### src/loong_id_params.svh
`ifndef LOONG_ID_PARAMS_SVH
`define LOONG_ID_PARAMS_SVH

// datapath and pc width
`define LA_XLEN 32

`define LA_INST_W 32

// architectural register file
`define LA_NREG 32
`define LA_REG_AW 5

// one-hot alu op vector
`define LA_ALU_OPS 12

`endif

### src/loong_id_pkg.sv
`default_nettype none

`include "loong_id_params.svh"

package loong_id_pkg;

    typedef logic [`LA_ALU_OPS-1:0] alu_op_t;

    // bit positions in alu_op_t
    localparam int ALU_ADD  = 0;
    localparam int ALU_SUB  = 1;
    localparam int ALU_SLT  = 2;
    localparam int ALU_SLTU = 3;
    localparam int ALU_AND  = 4;
    localparam int ALU_NOR  = 5;
    localparam int ALU_OR   = 6;
    localparam int ALU_XOR  = 7;
    localparam int ALU_SLL  = 8;
    localparam int ALU_SRL  = 9;
    localparam int ALU_SRA  = 10;
    localparam int ALU_LUI  = 11;

    typedef enum logic [1:0] {
        MEM_B = 2'd0,
        MEM_H = 2'd1,
        MEM_W = 2'd2
    } mem_size_t;

    typedef enum logic [3:0] {
        BR_NONE,
        BR_BEQ,
        BR_BNE,
        BR_BLT,
        BR_BGE,
        BR_BLTU,
        BR_BGEU,
        BR_B,
        BR_BL,
        BR_JIRL
    } br_kind_t;

    typedef struct packed {
        logic [`LA_INST_W-1:0] inst;
        logic [`LA_XLEN-1:0]   pc;
    } if_id_t;

    typedef struct packed {
        logic                  we;
        logic [`LA_REG_AW-1:0] waddr;
        logic [`LA_XLEN-1:0]   wdata;
    } rf_write_t;

    typedef struct packed {
        rf_write_t wr;
        logic      late; // value not produced yet
    } fwd_t;

    typedef struct packed {
        alu_op_t               alu_op;
        logic                  src1_is_pc;
        logic                  src2_is_imm;
        logic [`LA_XLEN-1:0]   imm;
        br_kind_t              br_kind;
        logic [`LA_XLEN-1:0]   br_offs;
        logic                  need_r1;
        logic                  need_r2;
        logic                  src2_is_rd;
        logic                  rf_we;
        logic [`LA_REG_AW-1:0] dest;
        logic                  mem_rd;
        logic                  mem_we;
        mem_size_t             mem_size;
        logic                  mem_unsigned;
    } dec_t;

    typedef struct packed {
        alu_op_t               alu_op;
        logic [`LA_XLEN-1:0]   alu_src1;
        logic [`LA_XLEN-1:0]   alu_src2;
        logic [`LA_XLEN-1:0]   rkd_value; // store data
        logic [`LA_XLEN-1:0]   pc;
        logic                  rf_we;
        logic [`LA_REG_AW-1:0] rf_waddr;
        logic                  mem_rd;
        logic                  mem_we;
        mem_size_t             mem_size;
        logic                  mem_unsigned;
    } id_ex_t;

    typedef struct packed {
        logic                taken;
        logic [`LA_XLEN-1:0] target;
        logic                stall;
    } br_t;

endpackage

`default_nettype wire

### src/branch_unit.sv
`timescale 1ns/1ps
`default_nettype none

`include "loong_id_params.svh"

module branch_unit
    import loong_id_pkg::*;
(
    input  br_kind_t            br_kind,
    input  logic [`LA_XLEN-1:0] br_offs,
    input  logic [`LA_XLEN-1:0] pc,
    input  logic [`LA_XLEN-1:0] rj_value,
    input  logic [`LA_XLEN-1:0] rkd_value,
    output logic                is_branch,
    output logic                cond_taken,
    output logic [`LA_XLEN-1:0] target
);

    logic eq;
    logic lt;
    logic ltu;

    assign eq  = rj_value == rkd_value;
    assign lt  = $signed(rj_value) < $signed(rkd_value);
    assign ltu = rj_value < rkd_value;

    assign is_branch = br_kind != BR_NONE;

    always_comb begin
        case (br_kind)
            BR_BEQ:  cond_taken = eq;
            BR_BNE:  cond_taken = !eq;
            BR_BLT:  cond_taken = lt;
            BR_BGE:  cond_taken = !lt;
            BR_BLTU: cond_taken = ltu;
            BR_BGEU: cond_taken = !ltu;
            BR_B, BR_BL, BR_JIRL: begin
                cond_taken = 1'b1; // unconditional
            end
            default: cond_taken = 1'b0;
        endcase
    end

    // jirl is register relative, the rest pc relative
    assign target = ((br_kind == BR_JIRL) ? rj_value : pc) + br_offs;

endmodule

`default_nettype wire

### src/id_stage.sv
`timescale 1ns/1ps
`default_nettype none

`include "loong_id_params.svh"

module id_stage
    import loong_id_pkg::*;
(
    input  logic      clk,
    input  logic      resetn,
    input  logic      flush,
    input  logic      if_valid,
    input  if_id_t    if_id,
    output logic      allowin,
    input  logic      ex_allowin,
    output logic      ex_valid,
    output id_ex_t    id_ex,
    input  fwd_t      fwd_ex,
    input  fwd_t      fwd_mem,
    input  rf_write_t wb,
    output br_t       br
);

    logic [`LA_INST_W-1:0] inst;
    logic [`LA_XLEN-1:0]   pc;
    logic                  valid;
    logic                  stall;
    logic                  cond_taken;
    logic                  is_branch;
    logic                  br_taken;
    logic                  br_stall;
    logic [`LA_XLEN-1:0]   target;
    dec_t                  dec;
    logic [`LA_REG_AW-1:0] raddr1;
    logic [`LA_REG_AW-1:0] raddr2;
    logic [`LA_XLEN-1:0]   rdata1;
    logic [`LA_XLEN-1:0]   rdata2;
    logic [`LA_XLEN-1:0]   rj_value;
    logic [`LA_XLEN-1:0]   rkd_value;

    id_stage_ctrl u_ctrl (
        .clk        (clk),
        .resetn     (resetn),
        .flush      (flush),
        .if_valid   (if_valid),
        .if_id      (if_id),
        .allowin    (allowin),
        .ex_allowin (ex_allowin),
        .stall      (stall),
        .cond_taken (cond_taken),
        .is_branch  (is_branch),
        .inst       (inst),
        .pc         (pc),
        .valid      (valid),
        .ex_valid   (ex_valid),
        .br_taken   (br_taken),
        .br_stall   (br_stall)
    );

    inst_decoder u_dec (
        .inst (inst),
        .dec  (dec)
    );

    assign raddr1 = inst[9:5];
    assign raddr2 = dec.src2_is_rd ? inst[4:0] : inst[14:10]; // rd for stores and branches

    regfile u_rf (
        .clk    (clk),
        .raddr1 (raddr1),
        .raddr2 (raddr2),
        .rdata1 (rdata1),
        .rdata2 (rdata2),
        .wr     (wb)
    );

    operand_forward u_fwd (
        .raddr1    (raddr1),
        .raddr2    (raddr2),
        .need_r1   (dec.need_r1),
        .need_r2   (dec.need_r2),
        .rdata1    (rdata1),
        .rdata2    (rdata2),
        .fwd_ex    (fwd_ex),
        .fwd_mem   (fwd_mem),
        .wb        (wb),
        .rj_value  (rj_value),
        .rkd_value (rkd_value),
        .stall     (stall)
    );

    branch_unit u_br (
        .br_kind    (dec.br_kind),
        .br_offs    (dec.br_offs),
        .pc         (pc),
        .rj_value   (rj_value),
        .rkd_value  (rkd_value),
        .is_branch  (is_branch),
        .cond_taken (cond_taken),
        .target     (target)
    );

    always_comb begin
        id_ex.alu_op       = dec.alu_op;
        id_ex.alu_src1     = dec.src1_is_pc ? pc : rj_value;
        id_ex.alu_src2     = dec.src2_is_imm ? dec.imm : rkd_value;
        id_ex.rkd_value    = rkd_value;
        id_ex.pc           = pc;
        id_ex.rf_we        = dec.rf_we & valid;
        id_ex.rf_waddr     = dec.dest;
        id_ex.mem_rd       = dec.mem_rd;
        id_ex.mem_we       = dec.mem_we;
        id_ex.mem_size     = dec.mem_size;
        id_ex.mem_unsigned = dec.mem_unsigned;
    end

    always_comb begin
        br.taken  = br_taken;
        br.target = target;
        br.stall  = br_stall;
    end

endmodule

`default_nettype wire

### src/id_stage_ctrl.sv
`timescale 1ns/1ps
`default_nettype none

`include "loong_id_params.svh"

module id_stage_ctrl
    import loong_id_pkg::*;
(
    input  logic                  clk,
    input  logic                  resetn,
    input  logic                  flush,
    input  logic                  if_valid,
    input  if_id_t                if_id,
    output logic                  allowin,
    input  logic                  ex_allowin,
    input  logic                  stall,
    input  logic                  cond_taken,
    input  logic                  is_branch,
    output logic [`LA_INST_W-1:0] inst,
    output logic [`LA_XLEN-1:0]   pc,
    output logic                  valid,
    output logic                  ex_valid,
    output logic                  br_taken,
    output logic                  br_stall
);

    if_id_t held;

    assign ex_valid = valid & ~stall;
    assign br_taken = ex_valid & cond_taken;
    assign br_stall = valid & stall & is_branch; // target not known yet

    // a leaving taken branch is covered by ex_valid & ex_allowin
    assign allowin = ~valid | (ex_valid & ex_allowin) | flush;

    always_ff @(posedge clk) begin
        if (!resetn) begin
            valid <= 1'b0;
        end else if (flush || (br_taken && ex_allowin)) begin
            valid <= 1'b0; // drop the wrong-path fetch
        end else if (allowin) begin
            valid <= if_valid;
        end
    end

    always_ff @(posedge clk) begin
        if (if_valid && allowin) begin
            held <= if_id;
        end
    end

    assign inst = held.inst;
    assign pc   = held.pc;

endmodule

`default_nettype wire

### src/inst_decoder.sv
`timescale 1ns/1ps
`default_nettype none

`include "loong_id_params.svh"

module inst_decoder
    import loong_id_pkg::*;
(
    input  logic [`LA_INST_W-1:0] inst,
    output dec_t                  dec
);

    logic [5:0]  op6;
    logic [9:0]  op10;
    logic [6:0]  op7;
    logic [4:0]  rd;
    logic [11:0] i12;
    logic [15:0] i16;
    logic [19:0] i20;
    logic [25:0] i26;

    logic i_add, i_sub, i_slt, i_sltu, i_nor, i_and, i_or, i_xor;
    logic i_sll, i_srl, i_sra, i_slli, i_srli, i_srai;
    logic i_addi, i_slti, i_sltui, i_andi, i_ori, i_xori;
    logic i_lu12i, i_pcaddu12i;
    logic i_ld_b, i_ld_h, i_ld_w, i_ld_bu, i_ld_hu, i_st_b, i_st_h, i_st_w;
    logic i_jirl, i_b, i_bl, i_beq, i_bne, i_blt, i_bge, i_bltu, i_bgeu;
    logic rr_op, ui5_op, si12_op, ui12_op, si20_op, is_ld, is_st, cond_br, link;

    assign op6  = inst[31:26];
    assign op10 = inst[31:22];
    assign op7  = inst[21:15];
    assign rd   = inst[4:0];
    assign i12  = inst[21:10];
    assign i16  = inst[25:10];
    assign i20  = inst[24:5];
    assign i26  = {inst[9:0], inst[25:10]};

    // 3R group, op10 = 0 and op7 = {01, func}
    assign i_add  = op10 == 10'h000 && op7 == 7'h20;
    assign i_sub  = op10 == 10'h000 && op7 == 7'h22;
    assign i_slt  = op10 == 10'h000 && op7 == 7'h24;
    assign i_sltu = op10 == 10'h000 && op7 == 7'h25;
    assign i_nor  = op10 == 10'h000 && op7 == 7'h28;
    assign i_and  = op10 == 10'h000 && op7 == 7'h29;
    assign i_or   = op10 == 10'h000 && op7 == 7'h2a;
    assign i_xor  = op10 == 10'h000 && op7 == 7'h2b;
    assign i_sll  = op10 == 10'h000 && op7 == 7'h2e;
    assign i_srl  = op10 == 10'h000 && op7 == 7'h2f;
    assign i_sra  = op10 == 10'h000 && op7 == 7'h30;
    assign i_slli = op10 == 10'h001 && op7 == 7'h01;
    assign i_srli = op10 == 10'h001 && op7 == 7'h09;
    assign i_srai = op10 == 10'h001 && op7 == 7'h11;

    assign i_slti  = op10 == 10'h008;
    assign i_sltui = op10 == 10'h009;
    assign i_addi  = op10 == 10'h00a;
    assign i_andi  = op10 == 10'h00d;
    assign i_ori   = op10 == 10'h00e;
    assign i_xori  = op10 == 10'h00f;

    assign i_lu12i     = inst[31:25] == 7'b0001010;
    assign i_pcaddu12i = inst[31:25] == 7'b0001110;

    assign i_ld_b  = op10 == 10'h0a0;
    assign i_ld_h  = op10 == 10'h0a1;
    assign i_ld_w  = op10 == 10'h0a2;
    assign i_st_b  = op10 == 10'h0a4;
    assign i_st_h  = op10 == 10'h0a5;
    assign i_st_w  = op10 == 10'h0a6;
    assign i_ld_bu = op10 == 10'h0a8;
    assign i_ld_hu = op10 == 10'h0a9;

    assign i_jirl = op6 == 6'h13;
    assign i_b    = op6 == 6'h14;
    assign i_bl   = op6 == 6'h15;
    assign i_beq  = op6 == 6'h16;
    assign i_bne  = op6 == 6'h17;
    assign i_blt  = op6 == 6'h18;
    assign i_bge  = op6 == 6'h19;
    assign i_bltu = op6 == 6'h1a;
    assign i_bgeu = op6 == 6'h1b;

    assign rr_op   = i_add | i_sub | i_slt | i_sltu | i_nor | i_and | i_or | i_xor
                   | i_sll | i_srl | i_sra;
    assign ui5_op  = i_slli | i_srli | i_srai;
    assign si12_op = i_addi | i_slti | i_sltui;
    assign ui12_op = i_andi | i_ori | i_xori;
    assign si20_op = i_lu12i | i_pcaddu12i;
    assign is_ld   = i_ld_b | i_ld_h | i_ld_w | i_ld_bu | i_ld_hu;
    assign is_st   = i_st_b | i_st_h | i_st_w;
    assign cond_br = i_beq | i_bne | i_blt | i_bge | i_bltu | i_bgeu;
    assign link    = i_bl | i_jirl; // writes pc + 4

    always_comb begin
        dec = '0;

        dec.alu_op[ALU_ADD]  = i_add | i_addi | is_ld | is_st | link | i_pcaddu12i;
        dec.alu_op[ALU_SUB]  = i_sub;
        dec.alu_op[ALU_SLT]  = i_slt | i_slti;
        dec.alu_op[ALU_SLTU] = i_sltu | i_sltui;
        dec.alu_op[ALU_AND]  = i_and | i_andi;
        dec.alu_op[ALU_NOR]  = i_nor;
        dec.alu_op[ALU_OR]   = i_or | i_ori;
        dec.alu_op[ALU_XOR]  = i_xor | i_xori;
        dec.alu_op[ALU_SLL]  = i_sll | i_slli;
        dec.alu_op[ALU_SRL]  = i_srl | i_srli;
        dec.alu_op[ALU_SRA]  = i_sra | i_srai;
        dec.alu_op[ALU_LUI]  = i_lu12i;

        dec.src1_is_pc  = i_pcaddu12i | link;
        dec.src2_is_imm = ui5_op | si12_op | ui12_op | si20_op | is_ld | is_st | link;

        if (link) begin
            dec.imm = `LA_XLEN'd4;
        end else if (si20_op) begin
            dec.imm = {i20, 12'b0};
        end else if (ui5_op | si12_op | is_ld | is_st) begin
            dec.imm = {{(`LA_XLEN-12){i12[11]}}, i12}; // ui5 lives in the low bits
        end else begin
            dec.imm = {{(`LA_XLEN-12){1'b0}}, i12};
        end

        dec.br_kind = i_beq  ? BR_BEQ  :
                      i_bne  ? BR_BNE  :
                      i_blt  ? BR_BLT  :
                      i_bge  ? BR_BGE  :
                      i_bltu ? BR_BLTU :
                      i_bgeu ? BR_BGEU :
                      i_b    ? BR_B    :
                      i_bl   ? BR_BL   :
                      i_jirl ? BR_JIRL : BR_NONE;
        dec.br_offs = (i_b | i_bl) ? {{(`LA_XLEN-28){i26[25]}}, i26, 2'b00}
                                   : {{(`LA_XLEN-18){i16[15]}}, i16, 2'b00};

        dec.need_r1    = rr_op | ui5_op | si12_op | ui12_op | is_ld | is_st | cond_br | i_jirl;
        dec.need_r2    = rr_op | is_st | cond_br;
        dec.src2_is_rd = is_st | cond_br;

        dec.rf_we = rr_op | ui5_op | si12_op | ui12_op | si20_op | is_ld | link;
        dec.dest  = i_bl ? `LA_REG_AW'd1 : rd;

        dec.mem_rd       = is_ld;
        dec.mem_we       = is_st;
        dec.mem_size     = (i_ld_b | i_ld_bu | i_st_b) ? MEM_B :
                           (i_ld_h | i_ld_hu | i_st_h) ? MEM_H : MEM_W;
        dec.mem_unsigned = i_ld_bu | i_ld_hu;
    end

endmodule

`default_nettype wire

### src/operand_forward.sv
`timescale 1ns/1ps
`default_nettype none

`include "loong_id_params.svh"

module operand_forward
    import loong_id_pkg::*;
(
    input  logic [`LA_REG_AW-1:0] raddr1,
    input  logic [`LA_REG_AW-1:0] raddr2,
    input  logic                  need_r1,
    input  logic                  need_r2,
    input  logic [`LA_XLEN-1:0]   rdata1,
    input  logic [`LA_XLEN-1:0]   rdata2,
    input  fwd_t                  fwd_ex,
    input  fwd_t                  fwd_mem,
    input  rf_write_t             wb,
    output logic [`LA_XLEN-1:0]   rj_value,
    output logic [`LA_XLEN-1:0]   rkd_value,
    output logic                  stall
);

    logic r1_ex, r1_mem, r1_wb;
    logic r2_ex, r2_mem, r2_wb;

    function automatic logic hit(
        input logic                  need,
        input logic [`LA_REG_AW-1:0] addr,
        input rf_write_t             src
    );
        return need && (addr != '0) && src.we && (src.waddr == addr);
    endfunction

    assign r1_ex  = hit(need_r1, raddr1, fwd_ex.wr);
    assign r1_mem = hit(need_r1, raddr1, fwd_mem.wr);
    assign r1_wb  = hit(need_r1, raddr1, wb);
    assign r2_ex  = hit(need_r2, raddr2, fwd_ex.wr);
    assign r2_mem = hit(need_r2, raddr2, fwd_mem.wr);
    assign r2_wb  = hit(need_r2, raddr2, wb);

    // youngest producer wins
    assign rj_value  = r1_ex  ? fwd_ex.wr.wdata  :
                       r1_mem ? fwd_mem.wr.wdata :
                       r1_wb  ? wb.wdata         : rdata1;
    assign rkd_value = r2_ex  ? fwd_ex.wr.wdata  :
                       r2_mem ? fwd_mem.wr.wdata :
                       r2_wb  ? wb.wdata         : rdata2;

    // load results and other late data still in flight
    assign stall = ((r1_ex | r2_ex) & fwd_ex.late)
                 | ((r1_mem | r2_mem) & fwd_mem.late);

endmodule

`default_nettype wire

### src/regfile.sv
`timescale 1ns/1ps
`default_nettype none

`include "loong_id_params.svh"

module regfile
    import loong_id_pkg::*;
(
    input  logic                  clk,
    input  logic [`LA_REG_AW-1:0] raddr1,
    input  logic [`LA_REG_AW-1:0] raddr2,
    output logic [`LA_XLEN-1:0]   rdata1,
    output logic [`LA_XLEN-1:0]   rdata2,
    input  rf_write_t             wr
);

    logic [`LA_XLEN-1:0] regs [`LA_NREG];

    always_ff @(posedge clk) begin
        if (wr.we) begin
            regs[wr.waddr] <= wr.wdata;
        end
    end

    // r0 is hardwired zero
    assign rdata1 = (raddr1 == '0) ? '0 : regs[raddr1];
    assign rdata2 = (raddr2 == '0) ? '0 : regs[raddr2];

endmodule

`default_nettype wire

### config.mk
export PLATFORM = sky130hd
export DESIGN_NAME = id_stage
export DESIGN_NICKNAME = d
export VERILOG_FILES = /design/src/loong_id_pkg.sv /design/src/branch_unit.sv /design/src/id_stage.sv /design/src/id_stage_ctrl.sv /design/src/inst_decoder.sv /design/src/operand_forward.sv /design/src/regfile.sv
export VERILOG_INCLUDE_DIRS = /design/src
export SDC_FILE = /design/constraint.sdc
export NUM_CORES = 2
export LEC_CHECK = 0
export ABC_CLOCK_PERIOD_IN_PS = 13450
export BUFFER_PORTS_ARGS = -buffer_cell sky130_fd_sc_hd__clkbuf_2
export CORE_MARGIN = 3
export CORE_UTILIZATION = 25
export CTS_CLUSTER_DIAMETER = 120
export CTS_CLUSTER_SIZE = 25
export DETAILED_ROUTE_END_ITERATION = 6
export HOLD_SLACK_MARGIN = 0.06
export RECOVER_POWER = 50
export SETUP_SLACK_MARGIN = 0.15
export SYNTH_ARGS = -nofsm -noshare
export SYNTH_HDL_FRONTEND = slang
export SYNTH_HIERARCHICAL = 1
export SYNTH_SLANG_ARGS = --single-unit
### constraint.sdc
create_clock -name clk -period 13.45 [get_ports clk]
set_input_delay 0.6725 -clock clk [delete_from_list [all_inputs] [get_ports clk]]
set_output_delay 0.6725 -clock clk [all_outputs]
set_load 0.01 [all_outputs]
# == Word level (Yosys, flattened, before mapping) ==
# Memories as Yosys holds them, arrays and structs flattened. A register that Yosys moved wholly into a read port is not among the register bits.
# Index checks and enable logic that the tools add are counted.
# W data, S select, Z words.
# totals
ramBits,1024
inputBits,185
elab_cells,223
out_inout_bits,187
n_memories,1
reg_bits,65
# op_classes
reduce_logical,42
n_eq_ne,56
add_sub_neg,1
magnitude_cmp,2
mux,32
n_bitwise,86
# memory_table
name,words,word_bits,rd,rd_ports_with_merged_regs,wr,line_no,source
u_rf.regs,32,32,2,1,1,regfile.sv:17,logic [`LA_XLEN-1:0] regs [`LA_NREG];
# ops
op,n
$mux W32,15
$eq A10 B8 Y1 const B,8
$eq A7 B6 Y1 const B,11
$or A1 B1 Y1,75
$lt A32 B32 Y1,2
$eq A10 B4 Y1 const B,6
$eq A6 B5 Y1 const B,9
$mux W4,9
$add A32 B32 Y32,1
$eq A32 B32 Y1,1
$eq A5 B5 Y1,6
$logic_and A1 B1 Y1,30
$eq A7 B4 Y1 const B,3
$eq A4 B3 Y1 const B,4
$mux W5,3
$eq A10 B1 Y1 const B,1
$logic_not A10 Y1,1
$logic_not A5 Y1,2
$reduce_bool A5 Y1,2
$and A1 B1 Y1,8
$eq A4 B2 Y1 const B,2
$eq A4 B4 Y1 const B,2
$eq A7 B1 Y1 const B,1
$eq A7 B5 Y1 const B,1
other kinds (10),16

# == Logic depth before layout (Yosys ltp) ==
# depth
word_depth,32
depth_mapped,30
depth_no_buf,23

# == Cells and area by module ==
# Netlist, hierarchy kept.
# modules_own_cells
mod,n_inst,area_per_inst_um2,cells_each,seq_area_each_um2
regfile,1,46960.0,2400,30749.5
operand_forward,1,2991.6,417,0.0
branch_unit,1,2936.6,391,0.0
id_stage_ctrl,1,2018.2,75,1941.9
inst_decoder,1,1506.4,240,0.0
id_stage,1,1166.1,80,0.0

# == Worst setup path before layout ==
# No wires, ideal clock.
# synth_path
kind,register -> output
startpoint,reg u_ctrl.held (netlist bit u_ctrl/inst[28])
endpoint,out br[33] (netlist name)
t_required_ns,12.777
n_path_buf,7
setup_slack_ns,6.678
stages_incl_launch_ff,30
t_arrival_ns,6.100
cell_sequence,edfxtp_1 -> buf_6 -> or4_4 -> buf_6 -> nor4b_1 -> o21bai_1 -> mux2_2 -> buf_2 -> or3_1 -> clkbuf_1 -> clkbuf_1 -> clkbuf_1 -> o221ai_1 -> a211oi_1 -> nor3_1 -> o41a_1 -> a211o_1 -> a22o_1 -> inv_1 -> ha_1 -> and4_1 -> inv_1 -> nor4_1 -> a211oi_1 -> a31oi_1 -> o221ai_1 -> a21oi_1 -> o32ai_1 -> and2_4 -> buf_4
# synth_lines
element,line_no,source
from (decl),id_stage_ctrl.sv:27,if_id_t held;
from (signal assigned),id_stage_ctrl.sv:48,held <= if_id;
to (decl),id_stage.sv:21,output br_t br

==> impl_metrics.ini <==
[run_status]
outcome = finished with violations
failed_checks = max-capacitance violations, max-slew violations

[power_and_ir_drop]
p_clk_share_pct = 26.2
ir_drop_uv = 101
intPower_mw = 5.05
power_leakage_nw = 21.0
combinationalPowerShare_pct = 19.5
seq_power_share_pct = 54.3
powerDensity_nw_per_um2 = 110
switchingPower_mw = 2.00
p_sw_share_pct = 28.4

[grt]
grt_usage_pct = 17.9
grt_overflow_total = 0
grt_pass1_vias = 37500
grt_max_degree = 111
antenna_found_initial = 30
grt_pass1_wl_um = 303000

[cts]
clk_latency_ns = 0.70
post_cts_buffers = 0
cts.path.max_buffers = 3
numCtsBuffers = 53
htree_levels = 2
cts_hold_buf = 0
clock-sinks = 1089
cts_tree = built
cts_resized = 0
clk_pin_slew_worst_paths_ns = 0.10
cts-root-buf = clkbuf_16

[detailed_routing]
drt_iter0_drc = 5262
wl_per_cell_um = 32.2
vias = 38500
wl_met2_um = 100000
maxUsedRoutingLayer = met5
drt-vias-per-instance = 5.61
antenna_left = 0
drt_first_pass_iters = 6
routed_wirelength_um = 221000
met1_length_um = 82600
route.detailed.drc = 0
wl_met3_um = 24100

[floorplan]
rows = 175
initial_core_util_pct = 25.2
design.core.area_um2 = 228000
die_area_um2 = 236000
die-width_um = 486
io_pins = 372
die_height_um = 486

[sta]
clock_skew_ns = 0.0193
worstMarginPinSlew_ns = 3.17
finalSetupTns_ns = 0
max_freq_mhz = 95.8
holdWs_ns = 0.140
setup-violations-final = 0
max_slew_margin_pct = -111
slew_viol_final = 310
finalCriticalPeriod_ns = 10.44
period_share_pct = 77.6
rsz0062_at_grt = false
hold_viol = 0

[critical_path]
arrival_ns = 9.77
critPathKind = reg2out
required_ns = 12.78
start_kind = flip-flop
end_kind = output pin
path_max_fanout = 46

[yosys]
syn_inst = 3603
yosysWarnings = 6
syn_avg_cell_area_um2 = 16.0
netlist_top_cells_area = edfxtp_1 (57%), mux4_2 (17%), mux2i_1 (3.2%)
synth.cell_area_um2 = 57600
yosysTopAreaCell = edfxtp_1
yosysUniqueCellTypes = 99
ys_ff_latch = 1089
synthFlopType = edfxtp_1
yosysSeqAreaShare_pct = 56.8
synth_top_cell_area_share_pct = 56.7
async_flop_share_pct = 0
synth_edf_count = 1088

[cells_and_area]
final-seq-area_um2 = 32700
final_cell_mix = edfxtp_1 (1088), mux4_2 (425), clkbuf_2 (312)
mostFrequentLayoutCell = edfxtp_1
nNetsFinal = 4081
drive_gt1_share_pct = 29.2
multi_input_area_um2 = 23000
area_growth_syn_to_layout_pct = 11.5
nFillCells = 22900

[placed_design]
place_congestion = 1.00
dpl.hpwl_um = 146000
portBuffers = 371

[worst_hold_path]
hold_path_class = in2reg

[run]
maxCapViolCount = 11
## final cells by class
| class | instances | area share (%) |
|---|---|---|
| Inverter | 127 | 0.747 |
| Clock buffer | 53 | 2.07 |
| Sequential cell | 1089 | 50.9 |
| Tap cell | 3009 | 5.87 |
| Multi-Input combinational cell | 2062 | 35.8 |
| Antenna cell | 7 | 0.0273 |
| Timing Repair Buffer | 499 | 4.28 |
| Clock inverter | 12 | 0.275 |
## worst max-delay path, stage by stage, from the launching register on
cell	delay, ns
edfxtp_1	0.53
or4_4	0.67
nor4b_1	0.43
o21bai_1	0.41
mux2_8	0.60
buf_4	0.68
or3_2	0.66
buf_4	0.63
o22ai_1	0.16
a2111oi_0	0.73
nor3_1	0.19
o41ai_1	0.11
o211ai_1	0.35
a22o_1	0.34
inv_1	0.08
ha_1	0.23
nand4_1	0.12
a2111oi_0	0.08
or4_1	0.63
a21o_1	0.24
a311oi_1	0.21
a311oi_1	0.08
o32ai_1	0.39
and2_4	0.30
clkbuf_2	0.14
## power groups by stage
stage | logic, mW | registers (mW) | clock network [mW]
floorplan | 0.801 | 3.88 | 0
global placement | 1.35 | 3.90 | 0
detailed placement | 1.35 | 3.90 | 0
CTS | 1.36 | 3.82 | 1.89
global route | 1.44 | 3.83 | 2.01
finish | 1.37 | 3.83 | 1.85
## per-stage QoR
step	worst slack (ns)	instance area (µm²)	utilization, %	total power, mW	cells
finish	3.01	64200	28.1	7.05	6858
global route	2.46	64200	28.1	7.28	6855
CTS	2.97	64300	28.2	7.07	6851
detailed placement	3.78	62800	27.5	5.25	6786
global placement	3.84	62800	27.5	5.25	6785
floorplan	6.68	57600	-	4.68	3604
## logic make-up (layout without fill, tap and decap cells)
family / after synthesis / count (layout) / synth area share (%)
AOI/OAI and AO/OA: 782 / 782 / 10.4
xor gates and xnor gates: 59 / 59 / 0.897
adders and majority gates: 64 / 64 / 1.40
buffers and inverters: 453 / 691 / 3.97
DFF: 1089 / 1089 / 56.8
muxes: 733 / 733 / 22.6
other: 1 / 9 / 0.00651
and+or+nand+nor: 422 / 422 / 3.95
## worst paths after layout
| path | from | endpoint | slack, ns | cells past startpoint |
|---|---|---|---|---|
| min | if_id[14] | u_ctrl/pc[14] | 0.14 | 1 |
| min reg2reg | u_ctrl/valid | u_ctrl/valid | 0.69 | 2 |
| max | u_ctrl/inst[28] | br[33] | 3.01 | 24 |
| max reg2reg | u_ctrl/inst[28] | u_ctrl/valid | 4.18 | 25 |
## metal layers
layer | vias up | GRT usage [%]
met1 | 19900 | 22.6
met4 | 22 | 9.32
met2 | 2669 | 28.6
li1 | 15400 | -
met5 | - | 0
met3 | 478 | 4.31
## cells in the mapped netlist, drive strengths merged (6+ instances only)
cell	n
a31oi	7
nand4	22
o211ai	61
a21oi	93
clkbuf	155
o31ai	6
o221ai	32
nor3	44
buf	169
nor2	73
or4	10
o22ai	66
a32o	10
o21ai	60
nand2b	22
and4	6
a21o	13
o41a	9
nand3b	9
inv	127
nor2b	13
a22o	117
mux4	425
a211o	26
xor2	22
o21bai	10
and2	31
a221oi	25
edfxtp	1088
mux2	124
a2111oi	36
ha	63
o21a	63
a211oi	64
xnor2	37
o41ai	65
or3b	11
nor4	24
nand2	119
mux2i	184
nand3	18
## sequential cells by signal, indices dropped and copies added, names as in the netlist
name          flops
u_ctrl/valid      1
u_ctrl/inst      32
u_rf/regs      1024
u_ctrl/pc        32
Note: power is estimated with default switching activity, not from simulation.
